[src/hdl/rv_isa_pkg.sv]
// rv32i subset only: r/i alu ops, lw, sw, beq, bne; no jumps, no csr, no byte access
package rv_isa_pkg;

    localparam int xlen = 32;

    typedef logic [4:0]      reg_addr_t;
    typedef logic [xlen-1:0] word_t;

    typedef enum logic [6:0] {
        op_r_type = 7'b0110011,
        op_i_type = 7'b0010011,
        op_load   = 7'b0000011,
        op_store  = 7'b0100011,
        op_branch = 7'b1100011
    } opcode_e;

    typedef enum logic [3:0] {
        alu_nop = 4'd0,   // also the bubble encoding
        alu_add,
        alu_sub,
        alu_and,
        alu_or,
        alu_xor,
        alu_sll,
        alu_srl,
        alu_sra,
        alu_slt
    } alu_op_e;

    // ------------------------------------------------------------
    // instruction word views
    // ------------------------------------------------------------
    typedef struct packed {
        logic [6:0] funct7;
        reg_addr_t  rs2;
        reg_addr_t  rs1;
        logic [2:0] funct3;
        reg_addr_t  rd;
        logic [6:0] opcode;
    } r_fields_t;

    typedef struct packed {
        logic [6:0] imm_hi;   // imm[11:5]
        reg_addr_t  rs2;
        reg_addr_t  rs1;
        logic [2:0] funct3;
        logic [4:0] imm_lo;   // imm[4:0]
        logic [6:0] opcode;
    } s_fields_t;

    typedef union packed {
        word_t     raw;
        r_fields_t r;   // r and i layout share these positions
        s_fields_t s;
    } instr_u;

    localparam word_t nop_instr = 32'h0000_0013;   // addi x0, x0, 0

endpackage

[src/hdl/rv_pipe_pkg.sv]
// stage register layouts for the five-stage pipeline; bubbles are the all-zero value
package rv_pipe_pkg;

    typedef enum logic [1:0] {
        fwd_none = 2'd0,
        fwd_ex,
        fwd_mem,
        fwd_wb
    } fwd_sel_e;

    typedef struct packed {
        rv_isa_pkg::alu_op_e alu_op;
        logic                reg_write;
        logic                mem_read;
        logic                mem_write;
    } ctrl_t;

    typedef struct packed {
        ctrl_t                 ctrl;
        rv_isa_pkg::reg_addr_t rd;     // rs2 for a store
        rv_isa_pkg::word_t     bus1;
        rv_isa_pkg::word_t     bus2;   // rs2 value or immediate
        fwd_sel_e              fwd_a;
        fwd_sel_e              fwd_b;
    } id_ex_t;

    typedef struct packed {
        rv_isa_pkg::word_t     alu_out;
        rv_isa_pkg::reg_addr_t rd;
        logic                  reg_write;
        logic                  mem_read;
        logic                  mem_write;
    } ex_mem_t;

    typedef struct packed {
        rv_isa_pkg::word_t     wb_data;
        rv_isa_pkg::reg_addr_t rd;
        logic                  reg_write;
    } mem_wb_t;

endpackage

[src/hdl/instr_decoder.sv]
// unknown opcodes decode as a bubble: no write, no memory access, alu_nop
`timescale 1ns/1ps

module instr_decoder (
    input  rv_isa_pkg::instr_u    instr,
    output rv_pipe_pkg::ctrl_t    ctrl,
    output logic                  is_beq,
    output logic                  is_bne,
    output logic                  uses_rs1,
    output logic                  uses_rs2,
    output rv_isa_pkg::reg_addr_t rs1,
    output rv_isa_pkg::reg_addr_t rs2,
    output rv_isa_pkg::reg_addr_t rd,
    output rv_isa_pkg::word_t     imm
);

    logic [6:0] opcode;
    logic [2:0] funct3;
    logic       is_r, is_i, is_load, is_store, is_branch;

    assign opcode = instr.r.opcode;
    assign funct3 = instr.r.funct3;
    assign rs1    = instr.r.rs1;
    assign rs2    = instr.r.rs2;
    assign rd     = instr.r.rd;

    assign is_r      = (opcode == rv_isa_pkg::op_r_type);
    assign is_i      = (opcode == rv_isa_pkg::op_i_type);
    assign is_load   = (opcode == rv_isa_pkg::op_load);
    assign is_store  = (opcode == rv_isa_pkg::op_store);
    assign is_branch = (opcode == rv_isa_pkg::op_branch);

    assign is_beq   = is_branch && (funct3 == 3'b000);
    assign is_bne   = is_branch && (funct3 == 3'b001);
    assign uses_rs1 = is_r | is_i | is_load | is_store | is_branch;
    assign uses_rs2 = is_r | is_branch;   // store data is read later, in MEM

    // immediate generation
    always_comb begin
        if (is_branch) begin
            imm = {{20{instr.raw[31]}}, instr.raw[7], instr.raw[30:25], instr.raw[11:8], 1'b0};
        end else if (is_store) begin
            imm = {{20{instr.s.imm_hi[6]}}, instr.s.imm_hi, instr.s.imm_lo};
        end else if (is_i && (funct3 == 3'b001 || funct3 == 3'b101)) begin
            imm = {27'd0, instr.r.rs2};   // shamt
        end else begin
            imm = {{20{instr.raw[31]}}, instr.raw[31:20]};
        end
    end

    always_comb begin
        ctrl           = '0;
        ctrl.reg_write = is_r | is_i | is_load;
        ctrl.mem_read  = is_load;
        ctrl.mem_write = is_store;
        if (is_r || is_i) begin
            case (funct3)
                3'b000:  ctrl.alu_op = (is_r && instr.r.funct7[5]) ? rv_isa_pkg::alu_sub
                                                                   : rv_isa_pkg::alu_add;
                3'b001:  ctrl.alu_op = rv_isa_pkg::alu_sll;
                3'b010:  ctrl.alu_op = rv_isa_pkg::alu_slt;
                3'b100:  ctrl.alu_op = rv_isa_pkg::alu_xor;
                3'b101:  ctrl.alu_op = instr.r.funct7[5] ? rv_isa_pkg::alu_sra
                                                         : rv_isa_pkg::alu_srl;
                3'b110:  ctrl.alu_op = rv_isa_pkg::alu_or;
                3'b111:  ctrl.alu_op = rv_isa_pkg::alu_and;
                default: ctrl.alu_op = rv_isa_pkg::alu_nop;
            endcase
        end else if (is_load || is_store) begin
            ctrl.alu_op = rv_isa_pkg::alu_add;   // address = rs1 + imm
        end
    end

endmodule

[src/hdl/hazard_unit.sv]
// assumes a load is the only producer whose result is late; x0 never forwards
`timescale 1ns/1ps

module hazard_unit (
    input  rv_isa_pkg::reg_addr_t rs1,
    input  rv_isa_pkg::reg_addr_t rs2,
    input  logic                  uses_rs1,
    input  logic                  uses_rs2,
    input  rv_pipe_pkg::id_ex_t   ex_stage,
    input  rv_pipe_pkg::ex_mem_t  mem_stage,
    output logic                  load_use,
    output rv_pipe_pkg::fwd_sel_e fwd_id_a,
    output rv_pipe_pkg::fwd_sel_e fwd_id_b,
    output rv_pipe_pkg::fwd_sel_e fwd_ex_a,
    output rv_pipe_pkg::fwd_sel_e fwd_ex_b
);

    logic       ex_writes, mem_writes;
    logic [1:0] ex_hit, mem_hit;   // bit 0 rs1, bit 1 rs2

    assign ex_writes  = ex_stage.ctrl.reg_write && (ex_stage.rd != '0);
    assign mem_writes = mem_stage.reg_write && (mem_stage.rd != '0);

    assign ex_hit  = {ex_writes && uses_rs2 && (ex_stage.rd == rs2),
                      ex_writes && uses_rs1 && (ex_stage.rd == rs1)};
    assign mem_hit = {mem_writes && uses_rs2 && (mem_stage.rd == rs2),
                      mem_writes && uses_rs1 && (mem_stage.rd == rs1)};

    // covers branches too, since they compare in decode
    assign load_use = ex_stage.ctrl.mem_read && (|ex_hit);

    // decode side: EX result, then MEM result, then register file
    function automatic rv_pipe_pkg::fwd_sel_e id_sel(logic ex_h, logic mem_h, logic ex_load);
        if (ex_h && !ex_load) return rv_pipe_pkg::fwd_ex;
        if (mem_h)            return rv_pipe_pkg::fwd_mem;
        return rv_pipe_pkg::fwd_none;
    endfunction

    // execute side: producers will have moved one stage on
    function automatic rv_pipe_pkg::fwd_sel_e ex_sel(logic ex_h, logic mem_h);
        if (ex_h)  return rv_pipe_pkg::fwd_mem;
        if (mem_h) return rv_pipe_pkg::fwd_wb;
        return rv_pipe_pkg::fwd_none;
    endfunction

    assign fwd_id_a = id_sel(ex_hit[0], mem_hit[0], ex_stage.ctrl.mem_read);
    assign fwd_id_b = id_sel(ex_hit[1], mem_hit[1], ex_stage.ctrl.mem_read);
    assign fwd_ex_a = ex_sel(ex_hit[0], mem_hit[0]);
    assign fwd_ex_b = ex_sel(ex_hit[1], mem_hit[1]);

endmodule

[src/hdl/reg_file.sv]
// three combinational read ports with write-back bypass; x0 reads as zero
`timescale 1ns/1ps

module reg_file (
    input  logic                  clk,
    input  logic                  rst_n,
    input  rv_pipe_pkg::mem_wb_t  wb,
    input  rv_isa_pkg::reg_addr_t ra,
    input  rv_isa_pkg::reg_addr_t rb,
    input  rv_isa_pkg::reg_addr_t rc,
    output rv_isa_pkg::word_t     rdata_a,
    output rv_isa_pkg::word_t     rdata_b,
    output rv_isa_pkg::word_t     rdata_c
);

    rv_isa_pkg::word_t     regs [32];
    rv_isa_pkg::reg_addr_t addr [3];
    rv_isa_pkg::word_t     data [3];

    always_ff @(posedge clk or negedge rst_n) begin
        if (!rst_n) begin
            for (int i = 0; i < 32; i++) begin
                regs[i] <= '0;
            end
        end else if (wb.reg_write && wb.rd != '0) begin
            regs[wb.rd] <= wb.wb_data;
        end
    end

    assign addr = '{ra, rb, rc};

    always_comb begin
        for (int p = 0; p < 3; p++) begin
            if (addr[p] == '0) begin
                data[p] = '0;
            end else if (wb.reg_write && wb.rd == addr[p]) begin
                data[p] = wb.wb_data;   // same-cycle bypass
            end else begin
                data[p] = regs[addr[p]];
            end
        end
    end

    assign rdata_a = data[0];
    assign rdata_b = data[1];
    assign rdata_c = data[2];

endmodule

[src/hdl/execute_unit.sv]
// shifts use the low 5 bits of operand b; slt and sra treat operands as signed
`timescale 1ns/1ps

module execute_unit (
    input  rv_pipe_pkg::id_ex_t ex_stage,
    input  rv_isa_pkg::word_t   mem_alu_out,
    input  rv_isa_pkg::word_t   wb_data,
    output rv_isa_pkg::word_t   alu_out
);

    rv_isa_pkg::word_t op_a, op_b;

    function automatic rv_isa_pkg::word_t pick(rv_pipe_pkg::fwd_sel_e sel,
                                               rv_isa_pkg::word_t bus,
                                               rv_isa_pkg::word_t mem,
                                               rv_isa_pkg::word_t wb);
        case (sel)
            rv_pipe_pkg::fwd_mem: return mem;
            rv_pipe_pkg::fwd_wb:  return wb;
            default:              return bus;
        endcase
    endfunction

    assign op_a = pick(ex_stage.fwd_a, ex_stage.bus1, mem_alu_out, wb_data);
    assign op_b = pick(ex_stage.fwd_b, ex_stage.bus2, mem_alu_out, wb_data);

    // ------------------------------------------------------------
    // alu
    // ------------------------------------------------------------
    always_comb begin
        case (ex_stage.ctrl.alu_op)
            rv_isa_pkg::alu_add: alu_out = op_a + op_b;
            rv_isa_pkg::alu_sub: alu_out = op_a - op_b;
            rv_isa_pkg::alu_and: alu_out = op_a & op_b;
            rv_isa_pkg::alu_or:  alu_out = op_a | op_b;
            rv_isa_pkg::alu_xor: alu_out = op_a ^ op_b;
            rv_isa_pkg::alu_sll: alu_out = op_a << op_b[4:0];
            rv_isa_pkg::alu_srl: alu_out = op_a >> op_b[4:0];
            rv_isa_pkg::alu_sra: alu_out = $signed(op_a) >>> op_b[4:0];
            rv_isa_pkg::alu_slt: alu_out = rv_isa_pkg::word_t'($signed(op_a) < $signed(op_b));
            default:             alu_out = '0;   // bubble
        endcase
    end

endmodule

[src/hdl/rv_pipeline.sv]
// fetch read data must be valid in the cycle of the address; both ports are big-endian words
`timescale 1ns/1ps

module rv_pipeline #(
    parameter logic [29:0] reset_pc = 30'd0
) (
    input  logic        clk,
    input  logic        rst_n,
    output logic [29:0] icache_addr,
    input  logic [31:0] icache_rdata,
    output logic        dcache_ren,
    output logic        dcache_wen,
    output logic [29:0] dcache_addr,
    output logic [31:0] dcache_wdata,
    input  logic [31:0] dcache_rdata,
    input  logic        dcache_stall
);

    logic [29:0]                pc, id_pc;
    rv_isa_pkg::instr_u         id_instr;
    rv_pipe_pkg::ctrl_t         id_ctrl;
    logic                       id_beq, id_bne, id_uses_rs1, id_uses_rs2;
    rv_isa_pkg::reg_addr_t      id_rs1, id_rs2, id_rd;
    rv_isa_pkg::word_t          id_imm, id_opa, id_opb, rf_a, rf_b, rf_c;
    logic                       load_use, branch_taken;
    rv_pipe_pkg::fwd_sel_e      fwd_id_a, fwd_id_b, fwd_ex_a, fwd_ex_b;
    rv_pipe_pkg::id_ex_t        id_ex;
    rv_pipe_pkg::ex_mem_t       ex_mem;
    rv_pipe_pkg::mem_wb_t       mem_wb;
    rv_isa_pkg::word_t          ex_alu_out, mem_result, pc_sum;

    // ------------------------------------------------------------
    // fetch
    // ------------------------------------------------------------
    assign icache_addr = pc;

    // single adder: sequential fetch or branch target
    assign pc_sum = branch_taken ? {id_pc, 2'b00} + id_imm : {pc, 2'b00} + 32'd4;

    always_ff @(posedge clk or negedge rst_n) begin
        if (!rst_n) begin
            pc           <= reset_pc;
            id_instr.raw <= rv_isa_pkg::nop_instr;
            id_pc        <= '0;
        end else if (!dcache_stall && !load_use) begin
            pc    <= pc_sum[31:2];
            id_pc <= pc;
            if (branch_taken) begin
                id_instr.raw <= rv_isa_pkg::nop_instr;   // flush the wrong-path fetch
            end else begin
                id_instr.raw <= {<<8{icache_rdata}};
            end
        end
    end

    // ------------------------------------------------------------
    // decode
    // ------------------------------------------------------------
    instr_decoder u_decoder (
        .instr(id_instr), .ctrl(id_ctrl), .is_beq(id_beq), .is_bne(id_bne),
        .uses_rs1(id_uses_rs1), .uses_rs2(id_uses_rs2),
        .rs1(id_rs1), .rs2(id_rs2), .rd(id_rd), .imm(id_imm)
    );

    hazard_unit u_hazard (
        .rs1(id_rs1), .rs2(id_rs2), .uses_rs1(id_uses_rs1), .uses_rs2(id_uses_rs2),
        .ex_stage(id_ex), .mem_stage(ex_mem), .load_use(load_use),
        .fwd_id_a(fwd_id_a), .fwd_id_b(fwd_id_b), .fwd_ex_a(fwd_ex_a), .fwd_ex_b(fwd_ex_b)
    );

    reg_file u_regs (
        .clk(clk), .rst_n(rst_n), .wb(mem_wb),
        .ra(id_rs1), .rb(id_rs2), .rc(ex_mem.rd),   // port c feeds store data
        .rdata_a(rf_a), .rdata_b(rf_b), .rdata_c(rf_c)
    );

    function automatic rv_isa_pkg::word_t id_operand(rv_pipe_pkg::fwd_sel_e sel,
                                                     rv_isa_pkg::word_t rf,
                                                     rv_isa_pkg::word_t ex,
                                                     rv_isa_pkg::word_t mem);
        case (sel)
            rv_pipe_pkg::fwd_ex:  return ex;
            rv_pipe_pkg::fwd_mem: return mem;
            default:              return rf;
        endcase
    endfunction

    assign id_opa = id_operand(fwd_id_a, rf_a, ex_alu_out, mem_result);
    assign id_opb = id_operand(fwd_id_b, rf_b, ex_alu_out, mem_result);

    // compare is meaningless while a load result is still outstanding
    assign branch_taken = !load_use && ((id_beq && id_opa == id_opb) ||
                                        (id_bne && id_opa != id_opb));

    always_ff @(posedge clk or negedge rst_n) begin
        if (!rst_n) begin
            id_ex <= '0;
        end else if (dcache_stall) begin
            // WB moves on during the stall, so capture a WB operand before it leaves
            if (id_ex.fwd_a == rv_pipe_pkg::fwd_wb) begin
                id_ex.bus1  <= mem_wb.wb_data;
                id_ex.fwd_a <= rv_pipe_pkg::fwd_none;
            end
            if (id_ex.fwd_b == rv_pipe_pkg::fwd_wb) begin
                id_ex.bus2  <= mem_wb.wb_data;
                id_ex.fwd_b <= rv_pipe_pkg::fwd_none;
            end
        end else if (load_use) begin
            id_ex <= '0;   // bubble
        end else begin
            id_ex <= '{ctrl: id_ctrl, rd: id_ctrl.mem_write ? id_rs2 : id_rd,
                       bus1: id_opa, bus2: id_uses_rs2 ? id_opb : id_imm,
                       fwd_a: fwd_ex_a, fwd_b: fwd_ex_b};
        end
    end

    // ------------------------------------------------------------
    // execute, memory, write-back
    // ------------------------------------------------------------
    execute_unit u_execute (
        .ex_stage(id_ex), .mem_alu_out(ex_mem.alu_out), .wb_data(mem_wb.wb_data),
        .alu_out(ex_alu_out)
    );

    always_ff @(posedge clk or negedge rst_n) begin
        if (!rst_n) begin
            ex_mem <= '0;
        end else if (!dcache_stall) begin
            ex_mem <= '{alu_out: ex_alu_out, rd: id_ex.rd, reg_write: id_ex.ctrl.reg_write,
                        mem_read: id_ex.ctrl.mem_read, mem_write: id_ex.ctrl.mem_write};
        end
    end

    assign dcache_ren   = ex_mem.mem_read;
    assign dcache_wen   = ex_mem.mem_write;
    assign dcache_addr  = ex_mem.alu_out[31:2];
    assign dcache_wdata = {<<8{rf_c}};
    assign mem_result   = ex_mem.mem_read ? {<<8{dcache_rdata}} : ex_mem.alu_out;

    // keeps advancing under dcache_stall
    always_ff @(posedge clk or negedge rst_n) begin
        if (!rst_n) begin
            mem_wb <= '0;
        end else begin
            mem_wb <= '{wb_data: mem_result, rd: ex_mem.rd, reg_write: ex_mem.reg_write};
        end
    end

endmodule

[config.mk]
export PLATFORM = sky130hd
export DESIGN_NAME = rv_pipeline
export DESIGN_NICKNAME = d
export VERILOG_FILES = /design/src/hdl/rv_isa_pkg.sv /design/src/hdl/rv_pipe_pkg.sv /design/src/hdl/instr_decoder.sv /design/src/hdl/hazard_unit.sv /design/src/hdl/reg_file.sv /design/src/hdl/execute_unit.sv /design/src/hdl/rv_pipeline.sv
export SDC_FILE = /design/constraint.sdc
export NUM_CORES = 2
export LEC_CHECK = 0
export BUFFER_PORTS_ARGS = -buffer_cell sky130_fd_sc_hd__buf_2
export CAP_MARGIN = 20
export CORE_MARGIN = 2
export CORE_UTILIZATION = 65
export CTS_CLUSTER_DIAMETER = 60
export DETAILED_ROUTE_END_ITERATION = 12
export PLACE_DENSITY = 0.88
export SETUP_SLACK_MARGIN = 0.2
export SLEW_MARGIN = 20
export SYNTH_ARGS = -nofsm -noshare
export SYNTH_HDL_FRONTEND = slang
export SYNTH_SLANG_ARGS = --single-unit
[constraint.sdc]
create_clock -name clk -period 9.83 [get_ports clk]
set_input_delay 0.4915 -clock clk [delete_from_list [all_inputs] [get_ports clk]]
set_output_delay 0.4915 -clock clk [all_outputs]
set_load 0.02 [all_outputs]
==> flow_metrics.tcl, run 1 <==
set metrics [dict create \
    outcome "aborted with a tool error" \
    lastStage "global routing" \
    error "[ERROR GRT-0232] Routing congestion too high. Check the congestion heatmap in the GUI." \
    hpwl_mm 252 \
    port_buffers 160 \
    cts_buffers 144 \
    yosys_warnings 0 \
    postCtsSetupRepairBufs 0 \
    htree_levels 4 \
    async_flop_share_pct 100 \
    clockBufferDepth 3 \
    muxShareOfSynthArea_pct 37.7 \
    synth_top_family_by_area "multiplexers" \
    synth-xor-area-share_pct 0.805 \
    finalWeightedCongestion 1.06 \
    antenna_found_initial 67 \
    synth_edf_count 0 \
    synth_ff_type "dfrtp_1" \
    netlist_instances 7866 \
    die_height_um 374 \
    postSynthAreaPerCell_um2 11.3 \
    synth_commonest_cells "dfrtp_1 (1271), mux2_2 (1107), mux4_2 (707)" \
    grt_max_degree 181 \
    rows 135 \
    die_x_um 374 \
    seq_area_frac_synth_pct 35.7 \
    start_util_pct 65.7 \
    synth-simple-area-share_pct 7.60 \
    pin_count 161 \
    synth_top_cell_by_area "dfrtp_1" \
    grt_usage_pct 80.1 \
    synthTopCellsByArea "dfrtp_1 (36%), mux4_2 (18%), mux2_2 (14%)" \
    yosysUniqueCellTypes 99 \
    cts_num_sinks 1274 \
    synth_seq_cells 1274 \
    syn_area_um2 89200 \
    post_cts_resized 0 \
    synth_compound_area_share_pct 11.8 \
    yosys.area_share.adder_pct 1.85 \
    synth_top_cell_area_share_pct 35.6 \
    root_buffer "clkbuf_16" \
    syn_nets 8063 \
    yosysMostFrequentCell "dfrtp_1" \
    overflow 141 \
]
==> per-stage QoR <==
stage	utilization, %	std cells	setup WS, ps	area, um^2	hold WS [ps]
after floorplan	-	7866	3100	89200	196
after global placement	67.1	9234	1520	91100	397
after detailed placement	67.1	9234	1390	91100	409
after CTS	70.9	9521	1400	96300	5.64
==> metal layers <==
metal | overflow | global-route usage, %
met1 | 16 | 81.3
met3 | 20 | 72.4
met4 | 48 | 71.5
met2 | 56 | 91.2
met5 | 1 | 55.3
==> what timing repair did <==
action / CTS
setup endpoints to repair: 0
endpoints found under the hold margin: 143
hold buffers: 26
==> cell families after synthesis <==
logic type | Yosys count
flops | 1274
xor+xnor | 82
simple gates | 1502
compound gates | 1597
fa+ha+maj | 130
buf+inv | 951
mux | 2330
==> inputs of run 2 (changes only) <==
--- a/config.mk
+++ b/config.mk
@@ -8,11 +8,9 @@
 export BUFFER_PORTS_ARGS = -buffer_cell sky130_fd_sc_hd__buf_2
 export CAP_MARGIN = 20
 export CORE_MARGIN = 2
-export CORE_UTILIZATION = 65
-export CTS_CLUSTER_DIAMETER = 60
+export CORE_UTILIZATION = 40
 export DETAILED_ROUTE_END_ITERATION = 12
-export PLACE_DENSITY = 0.88
-export SETUP_SLACK_MARGIN = 0.2
+export PLACE_DENSITY_LB_ADDON = 0.15
 export SLEW_MARGIN = 20
 export SYNTH_ARGS = -nofsm -noshare
 export SYNTH_HDL_FRONTEND = slang
==> run 2 against run 1 <==
Net effect:
- the flow now finishes without violations
- synthesized cell count stayed put
- synthesized area is the same
==> flow_metrics.tcl, run 2 <==
set metrics [dict create \
    crit_arrival_ps 9100 \
    synth_top_cell_area_share_pct 35.6 \
    crit_path_start_kind "flip-flop" \
    route.detailed.drc 0 \
    pin_count 161 \
    routed_wl_mm 390 \
    finalSetupViolCount 0 \
    cp.required_ps 10600 \
    seqPwrFrac_pct 35.7 \
    top_register "u_regs.regs" \
    area_delta_synth_final_pct 10.5 \
    vias 73300 \
    vdd_drop_max_mv 0.162 \
    grt_usage_pct 33.6 \
    yosys_warnings 0 \
    hold_buffers 47 \
    post_cts_resized 0 \
    drt_iter0_drc 9279 \
    die_height_um 476 \
    path_class "flip-flop to flip-flop" \
    p_int_mw 11.5 \
    synth_edf_count 0 \
    htree_levels 4 \
    p_comb_share_pct 31.1 \
    post-route-util_pct 44.4 \
    leakage_nw 42.8 \
    fin_area_um2 98600 \
    first_global_vias 71000 \
    synth_top_cell_by_area "dfrtp_1" \
    p_sw_share_pct 36.9 \
    rows 173 \
    drive_gt1_share_pct 33.7 \
    n_fill_cell 20600 \
    reg2reg_from "id_ex[2]$_DFFE_PN0P_" \
    post_dp_cell_area_um2 92800 \
    clockBufferDepth 3 \
    yosysMostFrequentCell "dfrtp_1" \
    antenna_found_initial 20 \
    rsz0062_at_grt "no" \
    clkPwrFrac_pct 33.3 \
    cp-startpoint "id_ex[2]$_DFFE_PN0P_" \
    outcome "complete, no violations" \
    start_util_pct 40.2 \
    synth_seq_cells 1274 \
    nets 7856 \
    fmaxAchievable_ghz 0.120 \
    die_x_um 476 \
    hold_viol 0 \
    p_total_mw 18.2 \
    seq_area_frac_synth_pct 35.7 \
    overflow 0 \
    netlist_instances 7866 \
    final_cell_mix "dfrtp_1 (1252), mux2_2 (1107), mux4_2 (707)" \
    detail-route-antenna-nets 0 \
    synth_commonest_cells "dfrtp_1 (1271), mux2_2 (1107), mux4_2 (707)" \
    layout_commonest_cell "dfrtp_1" \
    cts_tree "yes" \
    finalWeightedCongestion 1.00 \
    postSynthAreaPerCell_um2 11.3 \
    power.switching_mw 6.74 \
    cts_buffers 153 \
    wl_per_cell_um 36.2 \
    clk_pin_slew_worst_paths_ps 60 \
    maxCapViolCount 0 \
    core_region_area_um2 222000 \
    die_area_um2 227000 \
    maxSlewViolCount 0 \
    fin_hold_ws_ps 24.6 \
    grt_pass1_wl_mm 553 \
    dr.pass1.iters 8 \
    yosysUniqueCellTypes 99 \
    worstHoldStart "dcache_rdata[3]" \
    synth_ff_type "dfrtp_1" \
    fin_skew_ps 74.0 \
    hpwl_mm 254 \
    syn_area_um2 89200 \
    root_buffer "clkbuf_16" \
    grt_max_degree 165 \
    port_buffers 160 \
    tightest_slew_ps 1200 \
    power.density_nw_per_um2 185 \
    hp-class "input port to flip-flop" \
    setup_tns_ps 0 \
    postCtsSetupRepairBufs 0 \
    async_flop_share_pct 100 \
    largest_reg_flops 1024 \
    finalCriticalPeriod_ps 8330 \
    top_regs "u_regs.regs: 1024 flops, id_ex: 80 flops, mem_wb: 38 flops" \
    period_share_pct 84.7 \
    syn_nets 8063 \
    clk_latency_ps 870 \
    crit_fanout 29 \
    slew_headroom_pct 19.7 \
    cts_num_sinks 1274 \
    viasPerCell 6.81 \
    cp-end-kind "flip-flop" \
    synthTopCellsByArea "dfrtp_1 (36%), mux4_2 (18%), mux2_2 (14%)" \
]
## run 2: cell counts after synthesis
Identical to the previous run, type by type.
## run 2: cell type report
type	count	area, um^2	share of cell area [%]
well taps	2975	3720	3.77
flip-flops and latches	1274	31900	32.4
clock buffers	222	4480	4.54
clock inverters	53	831	0.842
repair buffers	464	3460	3.50
inverters	125	469	0.476
multi-input cells	5641	53700	54.5
diodes	8	20.0	0.0203
## run 2: per-layer routing
| metal | vias up | wire, um | track usage (%) |
|---|---|---|---|
| li1 | 29700 | - | - |
| met1 | 38500 | 160000 | 45.9 |
| met2 | 4262 | 170000 | 49.8 |
| met3 | 855 | 39200 | 8.43 |
| met4 | 14 | 20900 | 15.8 |
| met5 | - | 79 | 0 |
## run 2: power groups by stage
stage	registers, mW	logic [mW]	clock network, mW
2_1_floorplan	6.26	3.71	0
3_3_place_gp	6.53	5.51	0
3_5_place_dp	6.57	5.52	0
4_1_cts	6.47	5.55	6.15
5_1_grt	6.57	5.94	6.35
6_report	6.51	5.66	6.07
## run 2: path summary, 6_finish.rpt
path / endpoint / slack, ps / cells after the start
max: icache_addr[11]$_DFFE_PN0P_ / 1500 / 23
min: mem_wb[33]$_DFF_PN0_ / 20 / 3
max reg2reg: icache_addr[11]$_DFFE_PN0P_ / 1500 / 23
min reg2reg: u_regs.regs[997]$_DFFE_PN0P_ / 420 / 0
max in group asynchronous: u_regs.regs[711]$_DFFE_PN0P_ / 7330 / 4
min in group asynchronous: id_pc[17]$_DFFE_PN0P_ / 160 / 2
## run 2: cell families after synthesis
family,count (synthesis),synth area share (%)
AOI/OAI and AO/OA,1597,11.8
xor gates and xnor gates,82,0.805
adders and majority gates,130,1.85
buffers and inverters,951,4.53
DFF,1274,35.7
muxes,2330,37.7
and+or+nand+nor,1502,7.60
## run 2: through the flow
step	std cells	setup WS (ps)
after floorplan	7866	3100
after global placement	10400	1690
after detailed placement	10400	1670
after CTS	10800	1640
after global routing	10800	1170
final	10800	1500
## run 2: worst max-delay path: stages (launching register included)
cell       delay (ps)
dfrtp_2           750
mux2i_1           150
a21oi_1           570
ha_1              390
o21bai_1          270
o211ai_1          180
a211oi_1          620
a2111oi_0         330
buf_4             230
o41ai_1           730
a311oi_1          330
xor2_1            220
a211oi_1          290
buf_4             220
mux2i_1           200
a31oi_1           100
a2111oi_0         400
nand4_1           190
nor4_1            500
nand4_1           270
mux2_4            490
buf_4             360
mux2_1            360
nor2_1             80
(Power assumes the default switching activity.)
